===== config.mk =====
export PLATFORM = sky130hd
export DESIGN_NAME = operandPort_flat
export DESIGN_NICKNAME = d
export VERILOG_FILES = /design/src/logic/gprPkg.sv /design/src/logic/laneResultIf.sv /design/src/logic/operandPort.sv /design/src/flat_wrapper.sv
export SDC_FILE = /design/constraint.sdc
export NUM_CORES = 1
export LEC_CHECK = 0
export BUFFER_PORTS_ARGS = -buffer_cell sky130_fd_sc_hd__buf_2
export CELL_PAD_IN_SITES_DETAIL_PLACEMENT = 2
export CELL_PAD_IN_SITES_GLOBAL_PLACEMENT = 2
export CORE_AREA = 3 3 438 440
export DETAILED_ROUTE_END_ITERATION = 8
export DIE_AREA = 0 0 441 443
export PLACE_DENSITY = 0.48
export SYNTH_ARGS = -nofsm -noshare
export SYNTH_HDL_FRONTEND = slang
export SYNTH_SLANG_ARGS = --single-unit

===== constraint.sdc =====
create_clock -name vclk -period 4.85
set_clock_uncertainty 0.2 [all_clocks]
set_input_delay 0.7275 -clock vclk [all_inputs]
set_output_delay 0.7275 -clock vclk [all_outputs]
set_load 0.03 [all_outputs]

===== src/logic/gprPkg.sv =====
/*
  Shared definitions for the operand register file
  - register ID, value, immediate and address types
  - register count, lane count and read port count
  - live-value table bank codes
  - special and pseudo register ID codes
*/
package gprPkg;

	localparam int numGprs = 32;
	localparam int numLanes = 3;
	localparam int numReadPorts = 2 * numLanes;	// Two sources per issue lane

	typedef logic [5:0] regIdT;	// Bit 5 clear selects a GPR
	typedef logic [63:0] regValT;
	typedef logic [32:0] immValT;	// Bit 32 is the sign
	typedef logic [47:0] addrValT;	// PC, GBR, LR width
	typedef logic [$clog2(numGprs)-1:0] gprIndexT;

	// Which write bank holds the newest copy
	typedef logic [$clog2(numLanes)-1:0] liveBankT;

	localparam liveBankT bankA = 2'd0;
	localparam liveBankT bankB = 2'd1;
	localparam liveBankT bankC = 2'd2;

	// Special registers, backed by real storage
	localparam regIdT idDlr = 6'h20;
	localparam regIdT idDhr = 6'h21;
	localparam regIdT idSp = 6'h2F;

	// Control registers, read zero-extended
	localparam regIdT idPc = 6'h30;
	localparam regIdT idGbr = 6'h31;
	localparam regIdT idLr = 6'h32;

	// Constant sources, never forwarded
	localparam regIdT idImm = 6'h3E;
	localparam regIdT idZzr = 6'h3F;

endpackage

===== src/logic/laneResultIf.sv =====
/*
  Results of the three issue lanes in one pipeline stage
  - destination ID and value per lane
  - producer and consumer views
*/
`timescale 1ns/1ns

interface laneResultIf;
	import gprPkg::*;

	regIdT idA;	// Lane A destination
	regIdT idB;
	regIdT idC;
	regValT valA;
	regValT valB;
	regValT valC;

	modport producer(
		output idA, idB, idC,
		output valA, valB, valC
	);

	modport consumer(
		input idA, idB, idC,
		input valA, valB, valC
	);

endinterface


===== src/logic/operandPort.sv =====
/*
  One source operand read port
  - decodes the source ID into GPR, special, control or constant value
  - forwards EX1, EX2 and EX3 results, newest stage first
*/
`timescale 1ns/1ns

module operandPort(
	input gprPkg::regIdT srcId,
	input gprPkg::regValT bankVal,
	input gprPkg::regValT dlr,
	input gprPkg::regValT dhr,
	input gprPkg::regValT sp,
	input gprPkg::addrValT pc,
	input gprPkg::addrValT gbr,
	input gprPkg::addrValT lr,
	input gprPkg::immValT imm,
	laneResultIf.consumer ex1,
	laneResultIf.consumer ex2,
	laneResultIf.consumer ex3,
	output gprPkg::regValT value
);
	import gprPkg::*;

	regValT baseVal;	// Decoded value before forwarding
	logic noForward;

	// Match within one stage, lane A ahead of B ahead of C
	function automatic regValT pickStage(
		input regIdT src,
		input regValT cur,
		input regIdT idA,
		input regValT valA,
		input regIdT idB,
		input regValT valB,
		input regIdT idC,
		input regValT valC
	);
		regValT res;

		res = cur;
		if (src == idC)
			res = valC;
		if (src == idB)
			res = valB;
		if (src == idA)
			res = valA;
		return res;
	endfunction

	always_comb
	begin
		noForward = 1'b0;
		casez (srcId)
			6'b0?????:
				baseVal = bankVal;
			idDlr:
				baseVal = dlr;
			idDhr:
				baseVal = dhr;
			idSp:
				baseVal = sp;
			idPc:
				baseVal = {16'h0000, pc};
			idGbr:
				baseVal = {16'h0000, gbr};
			idLr:
				baseVal = {16'h0000, lr};
			idImm:
			begin
				baseVal = {{31{imm[32]}}, imm};	// Sign from bit 32
				noForward = 1'b1;
			end
			idZzr:
			begin
				baseVal = '0;
				noForward = 1'b1;
			end
			default:
				baseVal = '0;	// Unassigned IDs
		endcase
	end

	// Oldest stage first so that EX1 is applied last
	always_comb
	begin
		value = baseVal;
		if (!noForward)
		begin
			value = pickStage(srcId, value,
				ex3.idA, ex3.valA, ex3.idB, ex3.valB, ex3.idC, ex3.valC);
			value = pickStage(srcId, value,
				ex2.idA, ex2.valA, ex2.idB, ex2.valB, ex2.idC, ex2.valC);
			value = pickStage(srcId, value,
				ex1.idA, ex1.valA, ex1.idB, ex1.valB, ex1.idC, ex1.valC);
		end
	end

endmodule


===== src/flat_wrapper.sv =====
// flat-port wrapper written by rule: the top's interface ports become plain ports
module operandPort_flat import gprPkg::*;
  (srcId, bankVal, dlr, dhr, sp, pc, gbr, lr, imm, value, ex1_idA, ex1_idB, ex1_idC, ex1_valA, ex1_valB, ex1_valC, ex2_idA, ex2_idB, ex2_idC, ex2_valA, ex2_valB, ex2_valC, ex3_idA, ex3_idB, ex3_idC, ex3_valA, ex3_valB, ex3_valC);
  laneResultIf ex1_i ();
  laneResultIf ex2_i ();
  laneResultIf ex3_i ();
  input gprPkg::regIdT srcId;
  input gprPkg::regValT bankVal;
  input gprPkg::regValT dlr;
  input gprPkg::regValT dhr;
  input gprPkg::regValT sp;
  input gprPkg::addrValT pc;
  input gprPkg::addrValT gbr;
  input gprPkg::addrValT lr;
  input gprPkg::immValT imm;
  output gprPkg::regValT value;
  input wire logic [$bits(ex1_i.idA)-1:0] ex1_idA;
  input wire logic [$bits(ex1_i.idB)-1:0] ex1_idB;
  input wire logic [$bits(ex1_i.idC)-1:0] ex1_idC;
  input wire logic [$bits(ex1_i.valA)-1:0] ex1_valA;
  input wire logic [$bits(ex1_i.valB)-1:0] ex1_valB;
  input wire logic [$bits(ex1_i.valC)-1:0] ex1_valC;
  input wire logic [$bits(ex2_i.idA)-1:0] ex2_idA;
  input wire logic [$bits(ex2_i.idB)-1:0] ex2_idB;
  input wire logic [$bits(ex2_i.idC)-1:0] ex2_idC;
  input wire logic [$bits(ex2_i.valA)-1:0] ex2_valA;
  input wire logic [$bits(ex2_i.valB)-1:0] ex2_valB;
  input wire logic [$bits(ex2_i.valC)-1:0] ex2_valC;
  input wire logic [$bits(ex3_i.idA)-1:0] ex3_idA;
  input wire logic [$bits(ex3_i.idB)-1:0] ex3_idB;
  input wire logic [$bits(ex3_i.idC)-1:0] ex3_idC;
  input wire logic [$bits(ex3_i.valA)-1:0] ex3_valA;
  input wire logic [$bits(ex3_i.valB)-1:0] ex3_valB;
  input wire logic [$bits(ex3_i.valC)-1:0] ex3_valC;
  assign ex1_i.idA = ex1_idA;
  assign ex1_i.idB = ex1_idB;
  assign ex1_i.idC = ex1_idC;
  assign ex1_i.valA = ex1_valA;
  assign ex1_i.valB = ex1_valB;
  assign ex1_i.valC = ex1_valC;
  assign ex2_i.idA = ex2_idA;
  assign ex2_i.idB = ex2_idB;
  assign ex2_i.idC = ex2_idC;
  assign ex2_i.valA = ex2_valA;
  assign ex2_i.valB = ex2_valB;
  assign ex2_i.valC = ex2_valC;
  assign ex3_i.idA = ex3_idA;
  assign ex3_i.idB = ex3_idB;
  assign ex3_i.idC = ex3_idC;
  assign ex3_i.valA = ex3_valA;
  assign ex3_i.valB = ex3_valB;
  assign ex3_i.valC = ex3_valC;
  operandPort u_core (.srcId(srcId), .bankVal(bankVal), .dlr(dlr), .dhr(dhr), .sp(sp), .pc(pc), .gbr(gbr), .lr(lr), .imm(imm), .ex1(ex1_i), .ex2(ex2_i), .ex3(ex3_i), .value(value));
endmodule

==> results.json <==
{
  "status": "complete, but fails checks",
  "violations": "design-rule violations",
  "io_pins": 1133,
  "hold_path_class": "in2out",
  "min_delay_worst_endpoint": "value[9]",
  "num-fill-cells": 22500,
  "met1_length_um": 76500,
  "routed_via_density": 3.77,
  "utilization": 0.108,
  "relSlewSlack": 0.150,
  "syn2layout_area_growth_pct": 121,
  "holdPathStages": 4,
  "hold_start": "imm[9]",
  "yosys_warnings": 0,
  "first_global_vias": 20200,
  "seq_cell_count": 0,
  "synth_nets": 2449,
  "coreArea_mm2": 0.188,
  "antenna_found_initial": 191,
  "avgSynthCellArea_um2": 6.65,
  "period_share": 0.996,
  "finalWeightedCongestion": 0.960,
  "ir_worst_vdd_mv": 0.0341,
  "critPathLaunchType": "primary input",
  "grt.overflow.total": 0,
  "cp-end-kind": "output port",
  "rows": 159,
  "ys_types": 56,
  "finalHoldViolCount": 0,
  "die_area_mm2": 0.195,
  "ff_latch_area_um2": 0,
  "die_x_um": 441,
  "grtUsageTotal": 0.186,
  "power_mw": 2.22,
  "rsz0062_at_grt": "no",
  "slew_violations": 0,
  "power.density_mw_per_mm2": 109,
  "topRoutingLayerUsed": "met5",
  "post_route_cells_drive_above_1_share": 0.573,
  "required_ns": 3.92,
  "yosysSeqAreaShare": 0,
  "grt_pass1_wl_um": 235000,
  "wl_met3_um": 13700,
  "cap_viol_max_count": 0,
  "wirelength_um": 192000,
  "arrival_ns": 3.90,
  "path_class": "in2out",
  "drt_iter0_drc": 1917,
  "syn_area_mm2": 0.00918,
  "crit_fanout": 14,
  "nClkBuffers": 0,
  "critPathLaunch": "srcId[2]",
  "period_needed_ns": 4.83,
  "firstDrtPassIters": 9,
  "grt_max_degree": 55,
  "io_buffers": 1133,
  "tightest_slew_ns": 1.26,
  "route.detailed.drc": 1,
  "dieHeight_um": 443,
  "avgRoutedWirePerCell_um": 37.4,
  "start_util": 0.0488,
  "vias": 19300,
  "max_freq_ghz": 0.207,
  "setup-violations-final": 0,
  "hpwl_um": 171000,
  "wl_met2_um": 97100,
  "netlist_instances": 1380,
  "num-nets-final": 3635,
  "power_leakage_nw": 8.91,
  "drtAntennaViolNets": 0
}
layout by cell type (no fill, tap or decap), types with 26 or more instances in the layout:
cell      synthesis  layout
buf_2            60    1101
buf_4            10     182
nand2_1         125     119
o21ai_0         115     111
o221ai_1         90      90
a221oi_1         89      89
nor2_1           84      81
a22oi_1          76      75
buf_12            0      74
mux2i_1          71      69
nor3_1           67      66
diode_2           0      62
a222oi_1         58      58
a21oi_1          54      50
mux2_2           41      41
xor2_1           30      30
nor4_1           30      26
power breakdown:
part | total (mW) | internal [mW] | switching [mW]
Clock | 0.00000163 | 0.00000163 | 0
Combinational | 2.22 | 0.937 | 1.28
Sequential | 0 | 0 | 0
worst max-delay path: stages:
cell     delay [ns]
buf_2          0.24
or4b_4         0.73
or2_2          0.61
buf_4          0.28
o22a_1         0.19
a31oi_1        0.19
o21ai_0        0.14
a22oi_1        0.50
buf_12         0.21
area by class of cell:
type,count,area [um^2],area share
inverters,3,16.3,0.000803
multi-input cells,1202,8580,0.424
well taps,2495,3120,0.154
diodes,62,155,0.00766
repair buffers,1359,8380,0.414
timing repair:
| action | CTS | global route |
|---|---|---|
| buffers inserted | 7 | 0 |
| setup endpoints to repair | 14 | 9 |
| hold buffers | 0 | 0 |
| resized for setup | 12 | 10 |
| pin swaps | 3 | 1 |
cell usage after synthesis (all sizes together) (23+ instances only):
library cell / number / area [um^2]
o221ai: 90 / 788
nor3: 74 / 405
a21oi: 54 / 270
xor2: 30 / 263
nand2: 125 / 469
mux2: 41 / 462
a31oi: 26 / 163
nor4: 33 / 234
o21ai: 126 / 631
xnor2: 24 / 210
nor2: 87 / 339
mux2i: 71 / 711
buf: 81 / 469
a22oi: 76 / 571
a221oi: 89 / 780
clkbuf: 94 / 353
a222oi: 58 / 581
nand3: 23 / 115
metal layers:
metal	global-route usage	vias up
li1	-	8141
met5	0	-
met1	0.223	9774
met3	0.0461	264
met4	0.0282	94
met2	0.337	1046
worst max path at each step:
stage,endpoint,slack [ns],cells after the start
finish,value[38],0.02,9
global route,value[25],0.006,11
CTS,value[31],0.007,10
detailed placement,value[11],-0.18,12
global placement,value[62],-0.28,12
floorplan,value[12],0.92,9
logic make-up (layout without fill, tap and decap cells):
family,count (synthesis),in the layout,share of synthesized area
AOI/OAI and AO/OA,618,618,0.504
and+or+nand+nor,418,418,0.226
buffers and inverters,178,1362,0.0907
muxes,112,112,0.128
xor gates and xnor gates,54,54,0.0515
other,0,62,0
metrics by stage:
stage	cell area, um^2	setup WS (ns)	hold WS, ns	std cells	setup TNS, ns
floorplan	9180	0.921	1.52	1380	0
global placement	19900	-0.280	1.69	5052	-1.56
detailed placement	19900	-0.184	1.70	5052	-1.09
CTS	20100	0.00676	1.70	5059	0
global route	20200	0.00565	1.72	5088	0
finish	20300	0.0212	1.70	5121	0
Note: power is estimated with default switching activity, not from simulation.
