## src/logic/gprPkg.sv

```systemverilog
/*
  Shared definitions for the operand register file
  - register ID, value, immediate and address types
  - register count, lane count and read port count
  - live-value table bank codes
  - special and pseudo register ID codes
*/
package gprPkg;

	localparam int numGprs = 32;
	localparam int numLanes = 3;
	localparam int numReadPorts = 2 * numLanes;	// Two sources per issue lane

	typedef logic [5:0] regIdT;	// Bit 5 clear selects a GPR
	typedef logic [63:0] regValT;
	typedef logic [32:0] immValT;	// Bit 32 is the sign
	typedef logic [47:0] addrValT;	// PC, GBR, LR width
	typedef logic [$clog2(numGprs)-1:0] gprIndexT;

	// Which write bank holds the newest copy
	typedef logic [$clog2(numLanes)-1:0] liveBankT;

	localparam liveBankT bankA = 2'd0;
	localparam liveBankT bankB = 2'd1;
	localparam liveBankT bankC = 2'd2;

	// Special registers, backed by real storage
	localparam regIdT idDlr = 6'h20;
	localparam regIdT idDhr = 6'h21;
	localparam regIdT idSp = 6'h2F;

	// Control registers, read zero-extended
	localparam regIdT idPc = 6'h30;
	localparam regIdT idGbr = 6'h31;
	localparam regIdT idLr = 6'h32;

	// Constant sources, never forwarded
	localparam regIdT idImm = 6'h3E;
	localparam regIdT idZzr = 6'h3F;

endpackage
```

## src/logic/laneResultIf.sv

```systemverilog
/*
  Results of the three issue lanes in one pipeline stage
  - destination ID and value per lane
  - producer and consumer views
*/
`timescale 1ns/1ns

interface laneResultIf;
	import gprPkg::*;

	regIdT idA;	// Lane A destination
	regIdT idB;
	regIdT idC;
	regValT valA;
	regValT valB;
	regValT valC;

	modport producer(
		output idA, idB, idC,
		output valA, valB, valC
	);

	modport consumer(
		input idA, idB, idC,
		input valA, valB, valC
	);

endinterface

```

## src/logic/sprRegister.sv

```systemverilog
/*
  Single special register (DLR, DHR or SP)
  - loads a matching EX3 lane result
  - otherwise follows its external input
*/
`timescale 1ns/1ns

module sprRegister #(
	parameter gprPkg::regIdT sprId = gprPkg::idDlr
)(
	input logic clock,
	input logic rstN,
	input logic writeEn,
	laneResultIf.consumer wb,
	input gprPkg::regValT extIn,
	output gprPkg::regValT value
);
	import gprPkg::*;

	regValT nextVal;

	always_comb
	begin
		nextVal = extIn;	// No lane names this register
		if (wb.idA == sprId)
			nextVal = wb.valA;
		if (wb.idB == sprId)
			nextVal = wb.valB;
		if (wb.idC == sprId)
			nextVal = wb.valC;	// Last lane wins
	end

	always_ff @(posedge clock)
	begin
		if (!rstN)
			value <= '0;
		else if (writeEn)
			value <= nextVal;
	end

endmodule

```

## src/flat_wrapper.sv

```systemverilog
// flat-port wrapper written by rule: the top's interface ports become plain ports
module sprRegister_flat import gprPkg::*;
#(
	parameter gprPkg::regIdT sprId = gprPkg::idDlr
)
  (clock, rstN, writeEn, extIn, value, wb_idA, wb_idB, wb_idC, wb_valA, wb_valB, wb_valC);
  laneResultIf wb_i ();
  input logic clock;
  input logic rstN;
  input logic writeEn;
  input gprPkg::regValT extIn;
  output gprPkg::regValT value;
  input wire logic [$bits(wb_i.idA)-1:0] wb_idA;
  input wire logic [$bits(wb_i.idB)-1:0] wb_idB;
  input wire logic [$bits(wb_i.idC)-1:0] wb_idC;
  input wire logic [$bits(wb_i.valA)-1:0] wb_valA;
  input wire logic [$bits(wb_i.valB)-1:0] wb_valB;
  input wire logic [$bits(wb_i.valC)-1:0] wb_valC;
  assign wb_i.idA = wb_idA;
  assign wb_i.idB = wb_idB;
  assign wb_i.idC = wb_idC;
  assign wb_i.valA = wb_valA;
  assign wb_i.valB = wb_valB;
  assign wb_i.valC = wb_valC;
  sprRegister #(.sprId(sprId)) u_core (.clock(clock), .rstN(rstN), .writeEn(writeEn), .wb(wb_i), .extIn(extIn), .value(value));
endmodule
```

## config.mk

```make
export PLATFORM = sky130hd
export DESIGN_NAME = sprRegister_flat
export DESIGN_NICKNAME = d
export VERILOG_FILES = /design/src/logic/gprPkg.sv /design/src/logic/laneResultIf.sv /design/src/logic/sprRegister.sv /design/src/flat_wrapper.sv
export SDC_FILE = /design/constraint.sdc
export NUM_CORES = 1
export LEC_CHECK = 0
export BUFFER_PORTS_ARGS = -buffer_cell sky130_fd_sc_hd__clkbuf_2
export CORE_AREA = 3 3 133 135
export CTS_CLUSTER_SIZE = 40
export DETAILED_ROUTE_END_ITERATION = 6
export DIE_AREA = 0 0 136 138
export HOLD_SLACK_MARGIN = 0.02
export SLEW_MARGIN = 25
export SYNTH_ARGS = -nofsm -noshare
export SYNTH_HDL_FRONTEND = slang
export SYNTH_SLANG_ARGS = --single-unit
export TNS_END_PERCENT = 1
```

## constraint.sdc

```tcl
create_clock -name clock -period 2.9 [get_ports clock]
set_input_delay 0.145 -clock clock [delete_from_list [all_inputs] [get_ports clock]]
set_output_delay 0.145 -clock clock [all_outputs]
set_load 0.05 [all_outputs]
```

==> results of run 1 <==
-- synthesized netlist by cell type (all sizes together), types with 2 or more instances --
master | count | area share
nand2 | 64 | 0.056
dfxtp | 64 | 0.30
or4 | 2 | 0.0035
clkbuf | 69 | 0.060
nor3 | 65 | 0.076
nand3 | 64 | 0.075
a31oi | 64 | 0.093
o21ai | 128 | 0.15
buf | 14 | 0.026
a311o | 64 | 0.15
nand2b | 2 | 0.0029
-- per-stage QoR --
step | util | cells
finish | 0.387 | 1111
global route | 0.387 | 1111
CTS | 0.387 | 1110
detailed placement | 0.367 | 1094
global placement | 0.367 | 1094
floorplan | - | 604
-- layout by cell type, fill, tap and decap left out, types with 2 or more instances in the layout --
cell | netlist | layout
sky130_fd_sc_hd__clkbuf_2 | 0 | 339
sky130_fd_sc_hd__o21ai_0 | 128 | 128
sky130_fd_sc_hd__nand3_1 | 64 | 64
sky130_fd_sc_hd__nor3_1 | 65 | 64
sky130_fd_sc_hd__a311o_1 | 64 | 64
sky130_fd_sc_hd__nand2_1 | 64 | 64
sky130_fd_sc_hd__a31oi_1 | 64 | 64
sky130_fd_sc_hd__dfxtp_1 | 64 | 64
sky130_fd_sc_hd__clkbuf_16 | 0 | 9
sky130_fd_sc_hd__buf_4 | 0 | 8
sky130_fd_sc_hd__buf_12 | 0 | 6
sky130_fd_sc_hd__or4_2 | 0 | 2
sky130_fd_sc_hd__nand2b_2 | 0 | 2
sky130_fd_sc_hd__clkinvlp_4 | 0 | 2
sky130_fd_sc_hd__bufinv_16 | 0 | 2
-- layer usage --
layer  vias to the layer above  wire, um
met4                         0       620
met1                      2836      8850
met3                        34      2080
met2                       399      9620
li1                       2895         -
met5                         -         0
-- worst paths after layout --
check / from / end / slack (ns) / cells past startpoint
max: wb_idA[1] / u_core.value[20]$_SDFFE_PN0P_ / 0.89 / 6
min: wb_valC[23] / u_core.value[23]$_SDFFE_PN0P_ / 0.05 / 3
max reg2reg: u_core.value[21]$_SDFFE_PN0P_ / u_core.value[21]$_SDFFE_PN0P_ / 2.21 / 2
min reg2reg: u_core.value[17]$_SDFFE_PN0P_ / u_core.value[17]$_SDFFE_PN0P_ / 0.54 / 2
-- critical path, delay by kind of cell --
| family | cells | cell delay [ns] |
|---|---|---|
| and+or+nand+nor | 1 | 1.03 |
| buffers and inverters | 2 | 0.49 |
| AOI/OAI and AO/OA | 3 | 0.47 |
-- kinds of logic after synthesis --
kind of cell | Yosys count | synth area share
flops | 64 | 0.299
compound gates | 256 | 0.392
simple gates | 201 | 0.223
buf+inv | 83 | 0.0861
-- layout make-up --
cell class / count / area (um2)
multi-input cells: 457 / 2660
clock inverters: 5 / 80.1
diodes: 1 / 2.50
fillers: 1790 / 10200
well taps: 220 / 275
flip-flops and latches: 64 / 1280
clock buffers: 11 / 243
repair buffers: 353 / 1880
-- power breakdown --
group	internal (W)	leakage (nW)	switching (W)
combinational	0.000286	1.98	0.000503
sequential	0.000945	0.532	0.0000321
clock	0.000775	0.152	0.000427
total	0.00201	2.66	0.000962
==> flow_summary.toml, run 1 <==
[status]
outcome = "complete, no violations"

[cts]
number_of_setup_buffers_added_after_cts = 0
cts_tree = "built"
cts.repair.resized = 0
cts.sink_count = 64
cts_max_path_buffers = 2
h_tree_levels = 3
numCtsBuffers = 9
cts.reportedPaths.clkPinSlew_ns = 0.06
clock_latency_ns = 0.33
cts_hold_buffers = 0
clk_root_buffer_cell = "sky130_fd_sc_hd__clkbuf_16"

[power_and_ir_drop]
p_leak_nw = 2.66
pwr_density_cell_nw_per_um2 = 463
p_total_w = 0.00297
vdd_ir_drop_max_mv = 0.290

[logic_synthesis]
yosys_most_used_dff = "sky130_fd_sc_hd__dfxtp_1"
synth_fp_nets = 881
synth_warnings = 0
yosys.cell_types.count = 17
synth_seq_area_share = 0.299
postSynthRegisterBits = 64
number_of_enable_type_register_cells_in_the_synthesized_netlist = 0
synthesis.area_um2 = 4290
synthesis.instances = 604
syn_avg_cell_area_um2 = 7.10
async_flop_share = 0

[die]
initial_utilization = 0.259
placeableCoreArea_um2 = 16600
fp.dieArea_um2 = 18800
rows = 47
boundaryPins = 341
dieWidth_um = 136
vertical_die_dimension_um = 138

[route]
drc = 0
vias_per_cell = 5.55
drtAntennaViolNets = 0
post_drt_wl_per_cell_um = 19.0
postRouteWirelength_mm = 21.2
drt_first_iter_violations = 357
dr.pass1.iters = 5
routed-via-count = 6164

[hold_path]
holdCritPathClass = "primary input to flop"

[setup_path]
cp-start-kind = "primary input"
path_max_fanout = 34
critical_path.max_stage_delay_ns = 1.03
arrival_ns = 2.18
critPathCaptureType = "flop"
worstPathCellList = "clkbuf_2, or4_2, buf_4, o21ai_0, a311o_1, a31oi_1"
worst-endpoint-required_ns = 3.07
worst-setup-path-type = "primary input to flop"
crit_path_top_delay_cell = "sky130_fd_sc_hd__or4_2"

[sta]
fin_worst_hold_slack_ns = 0.0522
finalWorstPathRequiredPeriod_ns = 2.01
worst_slew_pin_slew_ns = 0.809
slew_viol_final = 0
fin_skew_ns = 0
unrepaired_setup_endpoints_after_global_routing = "false"
final_hold_viol_count = 0
timing.fmax_ghz = 0.498
worst_path_setup_slack_after_routing_ns = 0.894
max-slew-margin-rel = 0.461
setup_viol = 0
fin_crit_sh = 0.692
setup_total_negative_slack_ns = 0

[grt]
groute.layer.met2.usage = 0.345
met1_usage = 0.274
remaining_overflow_grt = 0
grt_pass1_vias = 6121
grt_pass1_wl_mm = 32.2
maximum_number_of_pins_on_one_net_before_global_route_repair = 86
globalRouteMet3Util = 0.0447
total_routing_usage_reported_by_global_routing = 0.213
global_routing_s_busiest_layer = "met2"
initial_antenna_violation_count = 1

[final_layout]
top_register = "u_core.value"
layout_top_registers = "u_core.value x64"
final_cell_area_um2 = 6420
synthToLayoutAreaGrowth_pct = 49.6
largest_reg_flops = 64
post_route_cells_drive_above_1_share = 0.422
num-nets-final = 1162

[run]
maxCapViolCount = 0

[placed_design]
dpl_cell_area_um2 = 6090
gp_congestion = 0.805
port-buffer-count = 340
dp_slack_ns = 0.559
detailed_place_hpwl_mm = 14.4
No activity file was read; power rests on OpenSTA's default activity.
==> inputs of run 2 (changes only) <==
==> constraint.sdc (replaced) <==
create_clock -name clock -period 1.8 [get_ports clock]
set_input_delay 0.09 -clock clock [delete_from_list [all_inputs] [get_ports clock]]
set_output_delay 0.09 -clock clock [all_outputs]
set_load 0.05 [all_outputs]
==> run 2 against run 1 <==
  * Final area rose by 13%
  * Non-clock buffer count is 81 higher
  * Wire length is 4.9% higher
  * Worst hold slack gained 0.12 ns
  * Combinational power up 80%
  * Highest routed layer unchanged
==> flow_summary.toml, run 2 (synthesis gave the netlist of run 1 again) <==
[status]
outcome = "complete, no violations"

[placed_design]
gp_congestion = 0.822
dpl_cell_area_um2 = 6330
detailed_place_hpwl_mm = 14.9
port-buffer-count = 340
placedCellCount = 1111

[die]
dieWidth_um = 136
fp.dieArea_um2 = 18800
rows = 47
initial_utilization = 0.259
placeableCoreArea_um2 = 16600
boundaryPins = 341
vertical_die_dimension_um = 138

[route]
dr.pass1.iters = 5
vias_per_cell = 5.48
drtAntennaViolNets = 0
drc = 0
drt_first_iter_violations = 400
postRouteWirelength_mm = 22.2
post_drt_wl_per_cell_um = 18.7
routed-via-count = 6512

[setup_path]
critical_path.max_stage_delay_ns = 0.66
worst-endpoint-required_ns = 2.04
path_max_fanout = 34
worstPathCellList = "clkbuf_2, or4_2, or2_2, buf_12, a311o_1, a31oi_1"
cpLargestDelayFamily = "simple AND/OR/NAND/NOR gates"
cp-start-kind = "primary input"
crit_path_top_delay_cell = "sky130_fd_sc_hd__or4_2"
worst-setup-path-type = "primary input to flop"
cp.buffers_inverters = 2
arrival_ns = 1.90
critPathCaptureType = "flop"

[hold_path]
holdCritPathClass = "primary input to flop"

[grt]
remaining_overflow_grt = 0
initial_antenna_violation_count = 1
total_routing_usage_reported_by_global_routing = 0.222
maximum_number_of_pins_on_one_net_before_global_route_repair = 129
grt_pass1_wl_mm = 33.7
grt_pass1_vias = 6521

[sta]
timing.fmax_ghz = 0.605
slew_viol_final = 0
fin_crit_sh = 0.919
unrepaired_setup_endpoints_after_global_routing = "false"
final_hold_viol_count = 0
setup_viol = 0
finalWorstPathRequiredPeriod_ns = 1.65
fin_worst_hold_slack_ns = 0.169
worst_slew_pin_slew_ns = 0.795
fin_skew_ns = 0
max-slew-margin-rel = 0.470

[final_layout]
synthToLayoutAreaGrowth_pct = 69.2
top_register = "u_core.value"
final_cell_area_um2 = 7260
num-nets-final = 1243
post_route_cells_drive_above_1_share = 0.404
layout.cells.most_common = "sky130_fd_sc_hd__clkbuf_2"
instances_no_fill = 1189
largest_reg_flops = 64
final_cell_mix = "339 x sky130_fd_sc_hd__clkbuf_2, 128 x sky130_fd_sc_hd__o21ai_0"
layout_top_registers = "u_core.value x64"

[power_and_ir_drop]
p_leak_nw = 3.05
vdd_ir_drop_max_mv = 0.399
pwr_density_cell_nw_per_um2 = 648

[cts]
h_tree_levels = 3
cts_tree = "built"
number_of_setup_buffers_added_after_cts = 0
cts_max_path_buffers = 2
clk_root_buffer_cell = "sky130_fd_sc_hd__clkbuf_16"
cts.reportedPaths.clkPinSlew_ns = 0.06
clock_latency_ns = 0.32
cts.sink_count = 64
numCtsBuffers = 9

[run]
maxCapViolCount = 0
-- run 2: cell types whose count changed in the layout (fill, tap and decap cells not counted), sizes merged --
cell / delta
buf: +17
dlygate4sd3: +64
clkinv: -1
bufinv: -2
clkbuf: +2
clkinvlp: -2
-- run 2: routing by layer --
metal  track usage  up-vias  routed length, um
met4        0.0976        0                684
met1         0.279     3010               9060
met2         0.364      394              10200
li1              -     3058                  -
met3        0.0476       50               2210
met5             0        -                  0
-- run 2: worst paths after layout --
check	startpoint	endpoint	slack [ns]	cells past startpoint
worst min register to register	u_core.value[1]$_SDFFE_PN0P_	u_core.value[1]$_SDFFE_PN0P_	0.53	2
worst max-delay path	wb_idB[0]	u_core.value[33]$_SDFFE_PN0P_	0.15	6
worst max register to register	u_core.value[33]$_SDFFE_PN0P_	u_core.value[33]$_SDFFE_PN0P_	1.10	2
worst min-delay path	wb_valA[41]	u_core.value[41]$_SDFFE_PN0P_	0.17	4
-- run 2: layout make-up --
cell class	count	area, um2
Antenna cell	1	2.50
Clock buffer	13	280
Fill cell	1683	9330
Multi-Input combinational cell	457	2660
Sequential cell	64	1280
Tap cell	220	275
Timing Repair Buffer	434	2760
-- run 2: worst reg2reg max path, cell delays in order (launching register included) --
cell                      delay [ns]
sky130_fd_sc_hd__dfxtp_1        0.34
sky130_fd_sc_hd__o21ai_0        0.08
sky130_fd_sc_hd__a31oi_1        0.20
-- run 2: power breakdown --
group          switching, W  total [W]  internal [W]  leakage, nW
Clock              0.000642    0.00170       0.00106        0.140
Combinational      0.000841    0.00142      0.000577         2.38
Sequential        0.0000553    0.00158       0.00152        0.532
Total               0.00154    0.00470       0.00316         3.05
-- run 2: repair_timing --
item / 4_1_cts / 5_1_grt
hold endpoints to repair: 64 / 0
hold buffers: 64 / 0
resized for setup: 0 / 0
-- run 2: stage by stage --
| stage | total power [W] | util | worst slack [ns] | TNS, ns |
|---|---|---|---|---|
| global route | 0.00492 | 0.438 | 0.0970 | 0 |
| floorplan | 0.00233 | - | 0.230 | 0 |
| CTS | 0.00477 | 0.437 | 0.187 | 0 |
| detailed placement | 0.00290 | 0.382 | -0.168 | -6.76 |
| finish | 0.00470 | 0.438 | 0.146 | 0 |
| global placement | 0.00290 | 0.382 | -0.144 | -6.54 |
==> inputs of run 3 (changes only) <==
--- a/config.mk
+++ b/config.mk
@@ -5,12 +5,13 @@
 export SDC_FILE = /design/constraint.sdc
 export NUM_CORES = 1
 export LEC_CHECK = 0
-export BUFFER_PORTS_ARGS = -buffer_cell sky130_fd_sc_hd__clkbuf_2
+export BUFFER_PORTS_ARGS = -buffer_cell sky130_fd_sc_hd__buf_4
 export CORE_AREA = 3 3 133 135
 export CTS_CLUSTER_SIZE = 40
 export DETAILED_ROUTE_END_ITERATION = 6
 export DIE_AREA = 0 0 136 138
 export HOLD_SLACK_MARGIN = 0.02
+export PLACE_DENSITY = 0.64
 export SLEW_MARGIN = 25
 export SYNTH_ARGS = -nofsm -noshare
 export SYNTH_HDL_FRONTEND = slang
==> constraint.sdc (replaced) <==
create_clock -name clock -period 1.95 [get_ports clock]
set_input_delay 0.0975 -clock clock [delete_from_list [all_inputs] [get_ports clock]]
set_output_delay 0.0975 -clock clock [all_outputs]
set_load 0.05 [all_outputs]
==> run 3 against run 2 <==
  * Setup slack better by 0.13 ns
  * Sequential power shrank 8%
  * Utilization grew 0.79 points
  * Count of clock-buffer cells in the layout is 1 lower
  * Register-to-register slack better by 0.15 ns
  * First-iteration DRC count shrank 15%
  * Clock skew unchanged
  * Combinational power is essentially flat
  * Via count fell by 4.7%
  * Critical path type unchanged
  * Critical endpoint is now u_core.value[56]$_SDFFE_PN0P_
==> flow_summary.toml, run 3 (synthesis gave the netlist of run 1 again) <==
[status]
outcome = "complete, no violations"

[final_layout]
n_antenna_cell = 0
layout.cells.most_common = "sky130_fd_sc_hd__buf_4"
post_route_cells_drive_above_1_share = 0.420
layout_top_registers = "u_core.value x64"
largest_reg_flops = 64
synthToLayoutAreaGrowth_pct = 72.2
instances_no_fill = 1120
num-nets-final = 1172
final_cell_mix = "345 x sky130_fd_sc_hd__buf_4, 128 x sky130_fd_sc_hd__o21ai_0"
number_of_filler_instances_in_the_final_layout = 1735
top_register = "u_core.value"

[cts]
clk_root_buffer_cell = "sky130_fd_sc_hd__clkbuf_16"
cts.repair.resized = 0
numCtsBuffers = 9
clock_latency_ns = 0.33
cts_max_path_buffers = 2
h_tree_levels = 3
cts_tree = "built"
cts.reportedPaths.clkPinSlew_ns = 0.06
cts.sink_count = 64

[placed_design]
port-buffer-count = 340
detailed_place_hpwl_mm = 14.7
placedCellCount = 1098
gp_congestion = 0.794

[sta]
timing.fmax_ghz = 0.598
setup_viol = 0
finalWorstPathRequiredPeriod_ns = 1.67
unrepaired_setup_endpoints_after_global_routing = "false"
fin_crit_sh = 0.858
slew_viol_final = 0
worst_slew_pin_slew_ns = 0.663
fin_skew_ns = 0
final_hold_viol_count = 0
max-slew-margin-rel = 0.558

[grt]
total_routing_usage_reported_by_global_routing = 0.219
maximum_number_of_pins_on_one_net_before_global_route_repair = 129
grt_pass1_vias = 6082
initial_antenna_violation_count = 0
remaining_overflow_grt = 0
grt_pass1_wl_mm = 33.0

[hold_path]
holdCritPathClass = "primary input to flop"

[power_and_ir_drop]
p_total_w = 0.00444
power_internal_w = 0.00304
pwr_density_cell_nw_per_um2 = 601
p_switching_w = 0.00140
combPwrFrac = 0.314
power.share.switching = 0.316
vdd_ir_drop_max_mv = 0.356
sequentialPowerShare = 0.328
clock_power_share = 0.358
p_leak_nw = 2.95

[die]
boundaryPins = 341
vertical_die_dimension_um = 138
initial_utilization = 0.259
dieWidth_um = 136
placeableCoreArea_um2 = 16600
rows = 47
fp.dieArea_um2 = 18800

[route]
vias_per_cell = 5.54
post_drt_wl_per_cell_um = 19.5
routed-via-count = 6204
drt_first_iter_violations = 339
drc = 0
drtAntennaViolNets = 0
postRouteWirelength_mm = 21.9
dr.pass1.iters = 5

[setup_path]
worst-setup-path-type = "primary input to flop"
r2r_setup_slack_ns = 1.25
critPathCaptureType = "flop"
worst-endpoint-required_ns = 2.20
cp-start-kind = "primary input"
path_max_fanout = 31
arrival_ns = 1.93

[run]
maxCapViolCount = 0
-- run 3: routing by layer --
metal / track usage / wire, um
met3: 0.0621 / 2480
met5: 0 / 0
met2: 0.368 / 10300
met4: 0.0753 / 518
met1: 0.268 / 8530
-- run 3: worst max-delay path: stages --
cell and delay, ns:
sky130_fd_sc_hd__buf_4 0.10, sky130_fd_sc_hd__or4_2 0.68, sky130_fd_sc_hd__or2_2 0.35, sky130_fd_sc_hd__buf_12 0.18, sky130_fd_sc_hd__a311o_1 0.32, sky130_fd_sc_hd__a31oi_1 0.16
-- run 3: layout make-up --
class / instances / area, um2 / area share
repair buffers: 363 / 2890 / 0.391
clock buffers: 12 / 236 / 0.0320
well taps: 220 / 275 / 0.0373
multi-input cells: 457 / 2660 / 0.360
clock inverters: 4 / 45.0 / 0.00610
flip-flops and latches: 64 / 1280 / 0.173
-- run 3: per-stage QoR --
step                      worst slack, ns  hold slack (ns)  utilization  TNS [ns]  instance area (um2)
final                               0.278           0.0372        0.445         0                 7390
after global routing                0.223           0.0299        0.445         0                 7390
after CTS                           0.301           0.0200        0.445         0                 7390
after detailed placement          -0.0424            0.376        0.425    -0.259                 7050
after global placement            -0.0403            0.374        0.425    -0.135                 7050
after floorplan                     0.373            0.252            -         0                 4290
-- run 3: worst paths after layout --
check,start,endpoint,cells after the start
min,wb_valC[16],u_core.value[16]$_SDFFE_PN0P_,3
max,wb_idB[1],u_core.value[56]$_SDFFE_PN0P_,6
max reg2reg,u_core.value[11]$_SDFFE_PN0P_,u_core.value[11]$_SDFFE_PN0P_,2
min reg2reg,u_core.value[34]$_SDFFE_PN0P_,u_core.value[34]$_SDFFE_PN0P_,2
-- run 3: power by group through the flow --
| stage | Clock [W] | Combinational (W) | Sequential [W] |
|---|---|---|---|
| after global routing | 0.00170 | 0.00148 | 0.00147 |
| final | 0.00159 | 0.00140 | 0.00146 |
| after detailed placement | 0 | 0.00139 | 0.00148 |
| after CTS | 0.00164 | 0.00140 | 0.00145 |
| after floorplan | 0 | 0.000342 | 0.00181 |
| after global placement | 0 | 0.00138 | 0.00148 |
-- run 3: what timing repair did --
action	in CTS	in global routing
buffers inserted	0	0
hold buffers	6	0
hold endpoints to repair	6	0
